**src/source/vertex_pkg.sv**
```systemverilog
// Shared widths, sizes, opcodes and payload structs
// for the vertex update router
package vertex_pkg;

	// ------------------------------
	// Widths and default sizes
	// ------------------------------

	// Vertex value and id widths
	parameter int value_w = 32;
	parameter int id_w    = 8;

	// Default geometry, both powers of two
	parameter int lanes_default = 8;
	parameter int depth_default = 4;

	// ------------------------------
	// Opcodes
	// ------------------------------

	typedef enum logic [1:0] {
		op_write = 2'd0,
		op_add   = 2'd1,
		op_read  = 2'd2
	} vertex_op_e;

	// ------------------------------
	// Payload structs
	// ------------------------------

	// Host command, 42 bits
	typedef struct packed {
		vertex_op_e         op;
		logic [id_w-1:0]    id;
		logic [value_w-1:0] value;
	} host_cmd_t;

	// Lane command, 43 bits
	// Slot is id wide, upper bits stay zero for small depths
	typedef struct packed {
		logic               valid;
		vertex_op_e         op;
		logic [id_w-1:0]    slot;
		logic [value_w-1:0] value;
	} lane_cmd_t;

	// Lane read result, 33 bits
	typedef struct packed {
		logic               valid;
		logic [value_w-1:0] value;
	} lane_rsp_t;

	// Host read response, 40 bits
	typedef struct packed {
		logic [id_w-1:0]    id;
		logic [value_w-1:0] value;
	} host_rsp_t;

endpackage

```
**src/source/command_ingress.sv**
```systemverilog
// Command ingress: four-phase receiver, vertex id decode
// and one-cycle lane command issue
module command_ingress #(
	parameter int LANES = vertex_pkg::lanes_default,
	parameter int DEPTH = vertex_pkg::depth_default
) (
	input  logic                          clock,
	input  logic                          rstn,
	input  logic                          cmd_req,
	input  vertex_pkg::host_cmd_t         cmd,
	output logic                          cmd_ack,
	output vertex_pkg::lane_cmd_t         lane_cmd,
	output logic [$clog2(LANES)-1:0]      lane_sel,
	output logic [vertex_pkg::id_w-1:0]   read_id,
	input  logic                          done
);

	import vertex_pkg::*;

	localparam int LANE_W = $clog2(LANES);

	// Read in flight, blocks further acks
	logic            pending;
	logic            accept;
	logic [id_w-1:0] slot_num;

	// ------------------------------
	// Handshake and decode
	// ------------------------------

	// New request seen, no ack up yet and no read outstanding
	assign accept = cmd_req && !cmd_ack && !pending;

	// Slot = (id / LANES) mod DEPTH
	assign slot_num = (cmd.id >> LANE_W) & id_w'(DEPTH - 1);

	always_ff @(posedge clock or negedge rstn) begin
		if (!rstn) begin
			cmd_ack  <= 1'b0;
			pending  <= 1'b0;
			lane_cmd <= '0;
			lane_sel <= '0;
			read_id  <= '0;
		end else begin
			// Lane command lives for one cycle only
			lane_cmd <= '0;
			if (accept) begin
				cmd_ack        <= 1'b1;
				lane_cmd.valid <= 1'b1;
				lane_cmd.op    <= cmd.op;
				lane_cmd.slot  <= slot_num;
				lane_cmd.value <= cmd.value;
				// Lane = id mod LANES
				lane_sel       <= cmd.id[LANE_W-1:0];
				if (cmd.op == op_read) begin
					pending <= 1'b1;
					read_id <= cmd.id;
				end
			end else begin
				// Host dropped req, finish the four phases
				if (cmd_ack && !cmd_req) begin
					cmd_ack <= 1'b0;
				end
				// Response handshake complete
				if (done) begin
					pending <= 1'b0;
				end
			end
		end
	end

endmodule

```
**src/source/demux_bus.sv**
```systemverilog
// Three-stage registered demultiplexer, one payload to one of LANES
// outputs, unselected outputs held at zero
module demux_bus #(
	parameter int  LANES     = vertex_pkg::lanes_default,
	parameter type payload_t = logic [31:0]
) (
	input  logic                     clock,
	input  logic                     rstn,
	input  logic                     enabled,
	input  logic [$clog2(LANES)-1:0] sel,
	input  payload_t                 data,
	output payload_t                 data_out [LANES]
);

	localparam int SEL_W = $clog2(LANES);

	// Stage 1 input capture
	logic             stage_en;
	logic [SEL_W-1:0] stage_sel;
	payload_t         stage_data;
	// Stage 2 gated copy
	logic [SEL_W-1:0] held_sel;
	payload_t         held_data;
	// Decoded fan-out before stage 3
	payload_t         decoded [LANES];

	// ------------------------------
	// Stage 1 and 2
	// ------------------------------

	always_ff @(posedge clock or negedge rstn) begin
		if (!rstn) begin
			stage_en   <= 1'b0;
			stage_sel  <= '0;
			stage_data <= '0;
		end else begin
			stage_en   <= enabled;
			stage_sel  <= sel;
			stage_data <= data;
		end
	end

	// Only enabled beats pass, anything else becomes zero
	always_ff @(posedge clock or negedge rstn) begin
		if (!rstn) begin
			held_sel  <= '0;
			held_data <= '0;
		end else if (stage_en) begin
			held_sel  <= stage_sel;
			held_data <= stage_data;
		end else begin
			held_sel  <= '0;
			held_data <= '0;
		end
	end

	// ------------------------------
	// Decode and stage 3
	// ------------------------------

	always_comb begin
		for (int i = 0; i < LANES; i++) begin
			decoded[i] = (held_sel == SEL_W'(i)) ? held_data : '0;
		end
	end

	always_ff @(posedge clock or negedge rstn) begin
		if (!rstn) begin
			for (int i = 0; i < LANES; i++) begin
				data_out[i] <= '0;
			end
		end else begin
			data_out <= decoded;
		end
	end

endmodule

```
**src/source/lane_accumulator.sv**
```systemverilog
// Per-lane vertex value store with write, add and read
module lane_accumulator #(
	parameter int DEPTH = vertex_pkg::depth_default
) (
	input  logic                  clock,
	input  logic                  rstn,
	input  vertex_pkg::lane_cmd_t cmd,
	output vertex_pkg::lane_rsp_t rsp
);

	import vertex_pkg::*;

	localparam int SLOT_W = $clog2(DEPTH);

	// Vertex values of this lane
	logic [value_w-1:0] values [DEPTH];
	// Addressed slot, upper slot bits ignored
	logic [SLOT_W-1:0]  slot;

	assign slot = cmd.slot[SLOT_W-1:0];

	// ------------------------------
	// Update and read
	// ------------------------------

	always_ff @(posedge clock or negedge rstn) begin
		if (!rstn) begin
			for (int i = 0; i < DEPTH; i++) begin
				values[i] <= '0;
			end
			rsp <= '0;
		end else begin
			// Idle lane drives zeros into the mux bus
			rsp <= '0;
			if (cmd.valid) begin
				case (cmd.op)
					op_write: values[slot] <= cmd.value;
					// Wraps at 32 bits
					op_add:   values[slot] <= values[slot] + cmd.value;
					op_read: begin
						rsp.valid <= 1'b1;
						rsp.value <= values[slot];
					end
					default: ;
				endcase
			end
		end
	end

endmodule

```
**src/source/mux_bus.sv**
```systemverilog
// Two-stage registered multiplexer, ORs the lane results into
// one output, expects at most one valid lane and zeros elsewhere
module mux_bus #(
	parameter int  LANES     = vertex_pkg::lanes_default,
	parameter type payload_t = logic [31:0]
) (
	input  logic     clock,
	input  logic     rstn,
	input  payload_t data_in [LANES],
	output payload_t data_out
);

	// Stage 1 copy of every lane
	payload_t stage [LANES];
	// OR of all lanes
	payload_t merged;

	// ------------------------------
	// Stage 1
	// ------------------------------

	always_ff @(posedge clock or negedge rstn) begin
		if (!rstn) begin
			for (int i = 0; i < LANES; i++) begin
				stage[i] <= '0;
			end
		end else begin
			stage <= data_in;
		end
	end

	// Idle lanes are zero so a plain OR selects the active one
	always_comb begin
		merged = '0;
		for (int i = 0; i < LANES; i++) begin
			merged = payload_t'(merged | stage[i]);
		end
	end

	// ------------------------------
	// Stage 2
	// ------------------------------

	always_ff @(posedge clock or negedge rstn) begin
		if (!rstn) begin
			data_out <= '0;
		end else begin
			data_out <= merged;
		end
	end

endmodule

```
**src/source/response_egress.sv**
```systemverilog
// Response egress: captures a read result and runs the
// sender side of the four-phase response link
module response_egress (
	input  logic                        clock,
	input  logic                        rstn,
	input  vertex_pkg::lane_rsp_t       result,
	input  logic [vertex_pkg::id_w-1:0] read_id,
	output vertex_pkg::host_rsp_t       rsp,
	output logic                        rsp_req,
	input  logic                        rsp_ack,
	output logic                        done
);

	import vertex_pkg::*;

	typedef enum logic [1:0] {
		st_idle,
		st_req,
		st_done
	} egress_state_e;

	egress_state_e state;

	// ------------------------------
	// Sender FSM
	// ------------------------------

	always_ff @(posedge clock or negedge rstn) begin
		if (!rstn) begin
			state   <= st_idle;
			rsp     <= '0;
			rsp_req <= 1'b0;
			done    <= 1'b0;
		end else begin
			done <= 1'b0;
			case (state)
				// Wait for the lane result, id comes from ingress
				st_idle: begin
					if (result.valid) begin
						rsp.id    <= read_id;
						rsp.value <= result.value;
						rsp_req   <= 1'b1;
						state     <= st_req;
					end
				end
				// Response held stable until the host acks
				st_req: begin
					if (rsp_ack) begin
						rsp_req <= 1'b0;
						state   <= st_done;
					end
				end
				// Done one cycle after req falls
				st_done: begin
					done  <= 1'b1;
					state <= st_idle;
				end
				default: state <= st_idle;
			endcase
		end
	end

endmodule

```
**src/source/vertex_route_top.sv**
```systemverilog
// Vertex update router top: ingress, demux bus, lane accumulators,
// mux bus and response egress
module vertex_route_top #(
	parameter int LANES = vertex_pkg::lanes_default,
	parameter int DEPTH = vertex_pkg::depth_default
) (
	input  logic                  clock,
	input  logic                  rstn,
	input  logic                  cmd_req,
	input  vertex_pkg::host_cmd_t cmd,
	output logic                  cmd_ack,
	output vertex_pkg::host_rsp_t rsp,
	output logic                  rsp_req,
	input  logic                  rsp_ack
);

	import vertex_pkg::*;

	// Ingress to demux
	lane_cmd_t                lane_cmd;
	logic [$clog2(LANES)-1:0] lane_sel;
	// Demux to lanes, lanes to mux
	lane_cmd_t                lane_cmds [LANES];
	lane_rsp_t                lane_rsps [LANES];
	// Mux to egress
	lane_rsp_t                result;
	// Ingress and egress side band
	logic [id_w-1:0]          read_id;
	logic                     done;

	// ------------------------------
	// Command path
	// ------------------------------

	command_ingress #(
		.LANES(LANES),
		.DEPTH(DEPTH)
	) i_command_ingress (
		.clock   (clock),
		.rstn    (rstn),
		.cmd_req (cmd_req),
		.cmd     (cmd),
		.cmd_ack (cmd_ack),
		.lane_cmd(lane_cmd),
		.lane_sel(lane_sel),
		.read_id (read_id),
		.done    (done)
	);

	// Command valid doubles as the demux enable
	demux_bus #(
		.LANES    (LANES),
		.payload_t(lane_cmd_t)
	) i_demux_bus (
		.clock   (clock),
		.rstn    (rstn),
		.enabled (lane_cmd.valid),
		.sel     (lane_sel),
		.data    (lane_cmd),
		.data_out(lane_cmds)
	);

	for (genvar g = 0; g < LANES; g++) begin : g_lane
		lane_accumulator #(
			.DEPTH(DEPTH)
		) i_lane_accumulator (
			.clock(clock),
			.rstn (rstn),
			.cmd  (lane_cmds[g]),
			.rsp  (lane_rsps[g])
		);
	end

	// ------------------------------
	// Response path
	// ------------------------------

	mux_bus #(
		.LANES    (LANES),
		.payload_t(lane_rsp_t)
	) i_mux_bus (
		.clock   (clock),
		.rstn    (rstn),
		.data_in (lane_rsps),
		.data_out(result)
	);

	response_egress i_response_egress (
		.clock  (clock),
		.rstn   (rstn),
		.result (result),
		.read_id(read_id),
		.rsp    (rsp),
		.rsp_req(rsp_req),
		.rsp_ack(rsp_ack),
		.done   (done)
	);

endmodule

```
**config.mk**
```make
export PLATFORM = sky130hd
export DESIGN_NAME = vertex_route_top
export DESIGN_NICKNAME = d
export VERILOG_FILES = /design/src/source/vertex_pkg.sv /design/src/source/command_ingress.sv /design/src/source/demux_bus.sv /design/src/source/lane_accumulator.sv /design/src/source/mux_bus.sv /design/src/source/response_egress.sv /design/src/source/vertex_route_top.sv
export SDC_FILE = /design/constraint.sdc
export NUM_CORES = 2
export LEC_CHECK = 0
export BUFFER_PORTS_ARGS = -buffer_cell sky130_fd_sc_hd__clkbuf_2
export CAP_MARGIN = 20
export CORE_UTILIZATION = 63
export DETAILED_ROUTE_END_ITERATION = 10
export GPL_ROUTABILITY_DRIVEN = 1
export PLACE_DENSITY = 0.79
export SYNTH_ARGS = -nofsm -noshare
export SYNTH_HDL_FRONTEND = slang
export SYNTH_SLANG_ARGS = --single-unit
```
**constraint.sdc**
```tcl
create_clock -name clock -period 5.4 [get_ports clock]
set_input_delay 0 -clock clock [delete_from_list [all_inputs] [get_ports clock]]
set_output_delay 0 -clock clock [all_outputs]
set_load 0.01 [all_outputs]
```
## Yosys cells after proc, flatten, opt, wreduce, memory -nomap -nowiden

Index checks and enable logic that the tools add are counted.

| word-level totals | value |
|---|---|
| logic and storage cells | 340 |
| output and inout port bits | 42 |
| bits in registers | 2073 |
| input port bits | 46 |

| cells by class | value |
|---|---|
| mux-type cells | 103 |
| equality and inequality tests | 29 |
| reduce and logical (&&, ||, !) cells | 48 |
| bitwise operators | 15 |
| add/subtract/negate cells | 8 |
| $lt $le $gt $ge | 16 |

Operator list:

| operator | number |
|---|---|
| $bwmux W128 | 16 |
| $pmux W128 S2 | 8 |
| $mux W32 | 24 |
| $mux W33 | 16 |
| $bmux W32 S2 | 8 |
| $demux W32 S2 | 8 |
| $mux W43 | 10 |
| $add A32 B32 Y32 | 8 |
| $or A33 B33 Y33 | 7 |
| $ge A3 B3 Y1 const B | 8 |
| $lt A3 B1 Y1 const B | 8 |
| $not A2 Y3 | 8 |
| $reduce_and A2 Y1 | 12 |
| $reduce_bool A2 Y1 | 11 |
| $eq A2 B2 Y1 const B | 10 |
| $eq A2 B1 Y1 const B | 9 |
| $logic_not A2 Y1 | 9 |
| $eq A3 B3 Y1 const B | 4 |
| $logic_and A1 B1 Y1 | 11 |
| $mux W1 | 8 |
| $eq A3 B2 Y1 const B | 2 |
| $ne A2 B2 Y1 const B | 3 |
| $mux W2 | 2 |
| $pmux W2 S2 | 1 |
| 6 further kinds | 8 |

## Logic depth before layout (Yosys ltp)

| depth | value |
|---|---|
| depth after elaboration | 7 |
| mapped depth | 17 |
| mapped depth without buffers | 15 |

## Modules after synthesis

Synthesis repeated with hierarchy kept, for this count alone.

| second synthesis, totals | value |
|---|---|
| cell total of the unflattened synthesis | 8286 |
| area, all modules | 93787.4 µm² |

By module, submodules not included:

| module | cells an instance | instances | sequential area each (µm²) | area each (µm²) |
|---|---|---|---|---|
| lane_accumulator at g_lane[1].i_lane_accumulator ... | 842 | 7 | 4028.9 | 8321.7 |
| demux_bus | 945 | 1 | 10935.5 | 15756.4 |
| lane_accumulator at g_lane[0].i_lane_accumulator | 840 | 1 | 4028.9 | 8430.6 |
| mux_bus | 396 | 1 | 7432.1 | 7968.9 |
| command_ingress | 113 | 1 | 1251.2 | 1720.4 |
| response_egress | 98 | 1 | 1101.1 | 1659.1 |

## Worst setup path after synthesis

OpenSTA, ideal clock, no wires.

| timing | value |
|---|---|
| path kind | flip-flop to flip-flop |
| start | register i_demux_bus.data_out[247] in the netlist's numbering |
| end | register g_lane[2].i_lane_accumulator.values[121] in the netlist's numbering |
| stages on the path, launching flop included | 16 |
| clock period less this slack | 4.586 ns |
| buffers on the path | 2 |
| arrival | 4.455 ns |
| data required time | 5.268 ns |
| path slack | 0.814 ns |
| path through | dfrtp_1 -> buf_1 -> clkbuf_1 -> mux4_2 -> ha_1 -> and3_1 -> a221o_1 -> a21oi_1 -> nand2b_1 -> o311ai_2 -> a311oi_1 -> o31a_1 -> xor2_1 -> nor2_1 -> a21oi_1 -> o21ai_0 |

| between the ends | value |
|---|---|
| cells in the longest elaborated chain, start to end | 7 |
| elaborated cells on any way between the ends | 13 |

RTL lines:

| what | line | text |
|---|---|---|
| from (decl) | demux_bus.sv:12 | `output payload_t data_out [LANES]` |
| from (signal assigned) | demux_bus.sv:73 | `data_out <= decoded;` |
| $not A2 Y3 (not written as such) (*) | lane_accumulator.sv:37, lane_accumulator.sv:39 |  |
| $bmux W32 S2 (tied with other cells) | lane_accumulator.sv:39 | `op_add: values[slot] <= values[slot] + cmd.value;` |
| $mux W32 (not written as such) / $logic_and A1 B1 Y1 (equally long branches) | lane_accumulator.sv:39, lane_accumulator.sv:37 |  |
| $mux W32, on equally long branches | lane_accumulator.sv:39, lane_accumulator.sv:37 |  |
| $add A32 B32 Y32 / $demux W32 S2 (equally long branches) | lane_accumulator.sv:39, lane_accumulator.sv:37 |  |
| $bwmux W128, on equally long branches | lane_accumulator.sv:39, lane_accumulator.sv:37 |  |
| $pmux W128 S2 (*) | lane_accumulator.sv:36 | `case (cmd.op)` |
| to (signal, indexed assignment) | lane_accumulator.sv:37 | `op_write: values[slot] <= cmd.value;` |
| to (signal, indexed assignment) | lane_accumulator.sv:39 |  |
| to (decl) | lane_accumulator.sv:16 | `logic [value_w-1:0] values [DEPTH];` |

Every way passes the cells marked *; elsewhere a longest branch is shown, timed or not. The select of a mux whose other input is x is not followed.
A chain may end at the register's enable or synchronous reset.

## Final worst setup path

| timing | value |
|---|---|
| start | register i_demux_bus.data_out[204] in the netlist's numbering |
| end | register g_lane[3].i_lane_accumulator.values[63] in the netlist's numbering |

| between the ends | value |
|---|---|
| cells in the longest elaborated chain, start to end | 7 |
| elaborated cells on any way between the ends | 13 |

RTL lines:

| what | line |
|---|---|
| $not A2 Y3 (not written as such) (*) | lane_accumulator.sv:37, lane_accumulator.sv:39 |
| $bmux W32 S2 (tied with other cells) | lane_accumulator.sv:39 |
| $mux W32 (not written as such) / $logic_and A1 B1 Y1 (equally long branches) | lane_accumulator.sv:39, lane_accumulator.sv:37 |
| $mux W32, on equally long branches | lane_accumulator.sv:39, lane_accumulator.sv:37 |
| $add A32 B32 Y32 / $demux W32 S2 (equally long branches) | lane_accumulator.sv:39, lane_accumulator.sv:37 |
| $bwmux W128, on equally long branches | lane_accumulator.sv:39, lane_accumulator.sv:37 |
| $pmux W128 S2 (*) | lane_accumulator.sv:36 |
| to (signal, indexed assignment) | lane_accumulator.sv:37 |
| to (signal, indexed assignment) | lane_accumulator.sv:39 |
| to (decl) | lane_accumulator.sv:16 |

Marked as above.

==> impl_metrics.env <==
export IMPL_switching_share_pct=23.3
export IMPL_start_kind="flop"
export IMPL_max_stage_delay_ns=0.91
export IMPL_multi_input_area_um2=35700
export IMPL_cts_root_buf="clkbuf_16"
export IMPL_yosysTopAreaCellShare_pct=57.7
export IMPL_core_area_um2=140000
export IMPL_finalSetupTns_ns=0
export IMPL_fill_cells=9130
export IMPL_rows=137
export IMPL_port_buffers=87
export IMPL_outcome="finished clean"
export IMPL_slowest_stage="dfrtp_2"
export IMPL_final_cells=10300
export IMPL_netSwitchingPower_w=0.00750
export IMPL_ys_flop_type="dfrtp_1"
export IMPL_dp_hpwl_mm=168
export IMPL_drtIter0Drc=7538
export IMPL_synth_top_cells_by_count="2,055 x dfrtp_1, 1,211 x nand2_1, 1,080 x o21ai_0"
export IMPL_ant_nets=0
export IMPL_path_class="flop to flop"
export IMPL_dieArea_um2=143000
export IMPL_seq_power_share_pct=49.3
export IMPL_synth_edf_count=0
export IMPL_dp_cells=9702
export IMPL_ys_seq_area_share_pct=57.7
export IMPL_synth_cell_area_um2=89100
export IMPL_antenna_found_initial=55
export IMPL_synthTopCellsByArea="dfrtp_1 58%, mux4_2 6.4%, o21ai_0 6.1%, nand2_1 5.1%, and2_1 3.8%"
export IMPL_finalHoldViolCount=0
export IMPL_num_vias=65900
export IMPL_wl_mm=265
export IMPL_clock_sinks=2055
export IMPL_worst_skew_pair_late_latency_ns=0.86
export IMPL_ys_ff_latch=2055
export IMPL_power_total_w=0.0322
export IMPL_irDropWorstVdd_mv=0.376
export IMPL_synth_top_cell_by_area="dfrtp_1"
export IMPL_grt_pass1_vias=65700
export IMPL_synth_warnings=0
export IMPL_htreeDepth=4
export IMPL_grt_start_max_net_pins=181
export IMPL_maxSlewHeadroom_pct=5.40
export IMPL_num_io_pins=88
export IMPL_clock_path_buffers=3
export IMPL_fp_dieH_um=378
export IMPL_crit_top_cell="a21oi_1"
export IMPL_rsz0062_at_grt="false"
export IMPL_path_clk_slew_ns=0.07
export IMPL_tightest_slew_ns=1.42
export IMPL_track_usage_pct=37.8
export IMPL_hp_class="primary input to flop"
export IMPL_period_needed_ns=5.03
export IMPL_async_reset_ff_share_pct=100
export IMPL_drc=0
export IMPL_first_pass_iters=8
export IMPL_ff_latch_area_um2=51400
export IMPL_final_nets=8456
export IMPL_cts_resized=0
export IMPL_setup_violations=0
export IMPL_layout_drive_gt1_share_pct=11.8
export IMPL_cts_buffers=196
export IMPL_syn_to_final_growth_pct=12.9
export IMPL_syn_num_nets=8327
export IMPL_fmax_mhz=199
export IMPL_required_ns=6.09
export IMPL_wire_per_inst_um=25.6
export IMPL_critical_path_arrival_ns=5.72
export IMPL_clkPwrFrac_pct=46.6
export IMPL_synth_area_per_cell_um2=11.1
export IMPL_p_comb_share_pct=4.2
export IMPL_start_util_pct=63.7
export IMPL_crit_chain="mux4_2 -> ha_1 -> a21oi_1 -> a2bb2oi_1 -> o311ai_1 -> a211oi_2 -> nor4_1 -> o41ai_1 -> a21oi_1 -> o22ai_1 -> xnor2_1 -> o21ai_0 -> a31oi_1"
export IMPL_die_x_um=378
export IMPL_gp_congestion=0.962
export IMPL_clock_skew_ns=0.0536
export IMPL_cts_setup_buffers=0
export IMPL_yosysMostFrequentCell="dfrtp_1"
export IMPL_critPathMaxFanout=20
export IMPL_maxSlewViolCount=0
export IMPL_internal_power_w=0.0247
export IMPL_cts_tree="done"
export IMPL_grt_overflow_total=0
export IMPL_cellLeakagePower_nw=47.0
export IMPL_synthDistinctLibCells=83
export IMPL_fin_crit_sh_pct=93.2
export IMPL_cp_end_kind="flop"
export IMPL_drv_cap=0
export IMPL_grt_pass1_wl_mm=402
export IMPL_viasPerCell=6.39
export IMPL_synthCells=8025
export IMPL_powerDensity_nw_per_um2=320
stage by stage:
stage	util, %	cell area (µm²)	hold slack, ns	setup WS [ns]
6_report	71.9	101000	0.0398	0.369
5_1_grt	71.7	100000	0.0522	0.160
4_1_cts	71.4	99900	0.00270	0.542
3_5_place_dp	65.6	91700	0.0139	0.680
3_3_place_gp	65.5	91600	0.0139	0.764
2_1_floorplan	-	89100	-0.296	0.814
final timing paths:
path	from	end	slack, ns	cells past startpoint
setup / recovery	i_demux_bus.data_out[204]	g_lane[3].i_lane_accumulator.values[63]	0.37	13
hold / removal	cmd[40]	i_command_ingress.lane_cmd[40]	0.04	3
setup reg to reg	i_demux_bus.data_out[204]	g_lane[3].i_lane_accumulator.values[63]	0.37	13
hold reg to reg	g_lane[2].i_lane_accumulator.rsp[3]	i_mux_bus.stage[168]	0.32	0
max in group asynchronous	rstn	g_lane[1].i_lane_accumulator.values[102]	3.60	5
min in group asynchronous	rstn	g_lane[4].i_lane_accumulator.values[110]	0.52	4
critical path: cells and delay by family, from the launching register on:
family	cells	cell delay (ns)
AOI/OAI and AO/OA	9	2.71
DFF	1	0.91
muxes	1	0.65
adders and majority gates	1	0.39
and+or+nand+nor	1	0.11
xor gates and xnor gates	1	0.09
timing repair:
| action | in CTS | in global routing |
|---|---|---|
| hold buffers | 112 | 0 |
| endpoints found under the setup margin | 0 | 0 |
| endpoints found under the hold margin | 1618 | 0 |
power by group through the flow:
stage / clock network (W) / logic (W) / registers (W)
final: 0.0150 / 0.00134 / 0.0159
after global routing: 0.0157 / 0.00146 / 0.0159
after CTS: 0.0150 / 0.00126 / 0.0159
after detailed placement: 0 / 0.00116 / 0.0161
after global placement: 0 / 0.00111 / 0.0161
after floorplan: 0 / 0.000531 / 0.0160
final cells by class:
cell class,count,area share (%)
flip-flops and latches,2055,51.2
multi-input cells,5426,35.5
clock buffers,257,5.46
repair buffers,370,3.31
well taps,1876,2.33
clock inverters,109,1.53
inverters,105,0.392
diodes,123,0.306
logic make-up (layout without fill, tap and decap cells):
| logic type | Yosys count | count (layout) | share of synthesized area (%) |
|---|---|---|---|
| other | 0 | 123 | 0 |
| AO/OA/AOI/OAI | 1961 | 1961 | 12.6 |
| flip-flops | 2055 | 2055 | 57.7 |
| buffers and inverters | 544 | 841 | 2.29 |
| multiplexers | 364 | 364 | 7.71 |
| adder cells (fa/ha/maj) | 256 | 256 | 3.66 |
| XOR/XNOR | 181 | 181 | 1.78 |
| AND/OR/NAND/NOR | 2664 | 2664 | 14.3 |
layout by cell type, fill, tap and decap left out, types with 118 or more instances in the layout:
cell type  count
a21oi_1      405
dfrtp_1     2047
clkbuf_16    199
nand2_1     1209
diode_2      123
and2_1       541
nor2_1       341
a21o_1       118
buf_4        134
o21ai_0     1080
mux4_2       252
ha_1         248
nor2b_1      143
sequential cells by signal, summed over array words and instances, names as in the netlist, 33 cells and up:
register and count:
g_lane.i_lane_accumulator.rsp 264, i_demux_bus.data_out 296, i_mux_bus.data_out 33, i_mux_bus.stage 264, i_response_egress.rsp 40, g_lane.i_lane_accumulator.values 1024
i_command_ingress.lane_cmd 37, i_demux_bus.held_data 37, i_demux_bus.stage_data 36
routing by layer:
metal | GRT usage (%) | part of all wire, %
met5 | 0 | 0.041
met4 | 24.7 | 6.9
met3 | 9.28 | 10
met2 | 56.8 | 46
met1 | 49.4 | 37
(Power assumes the default switching activity.)
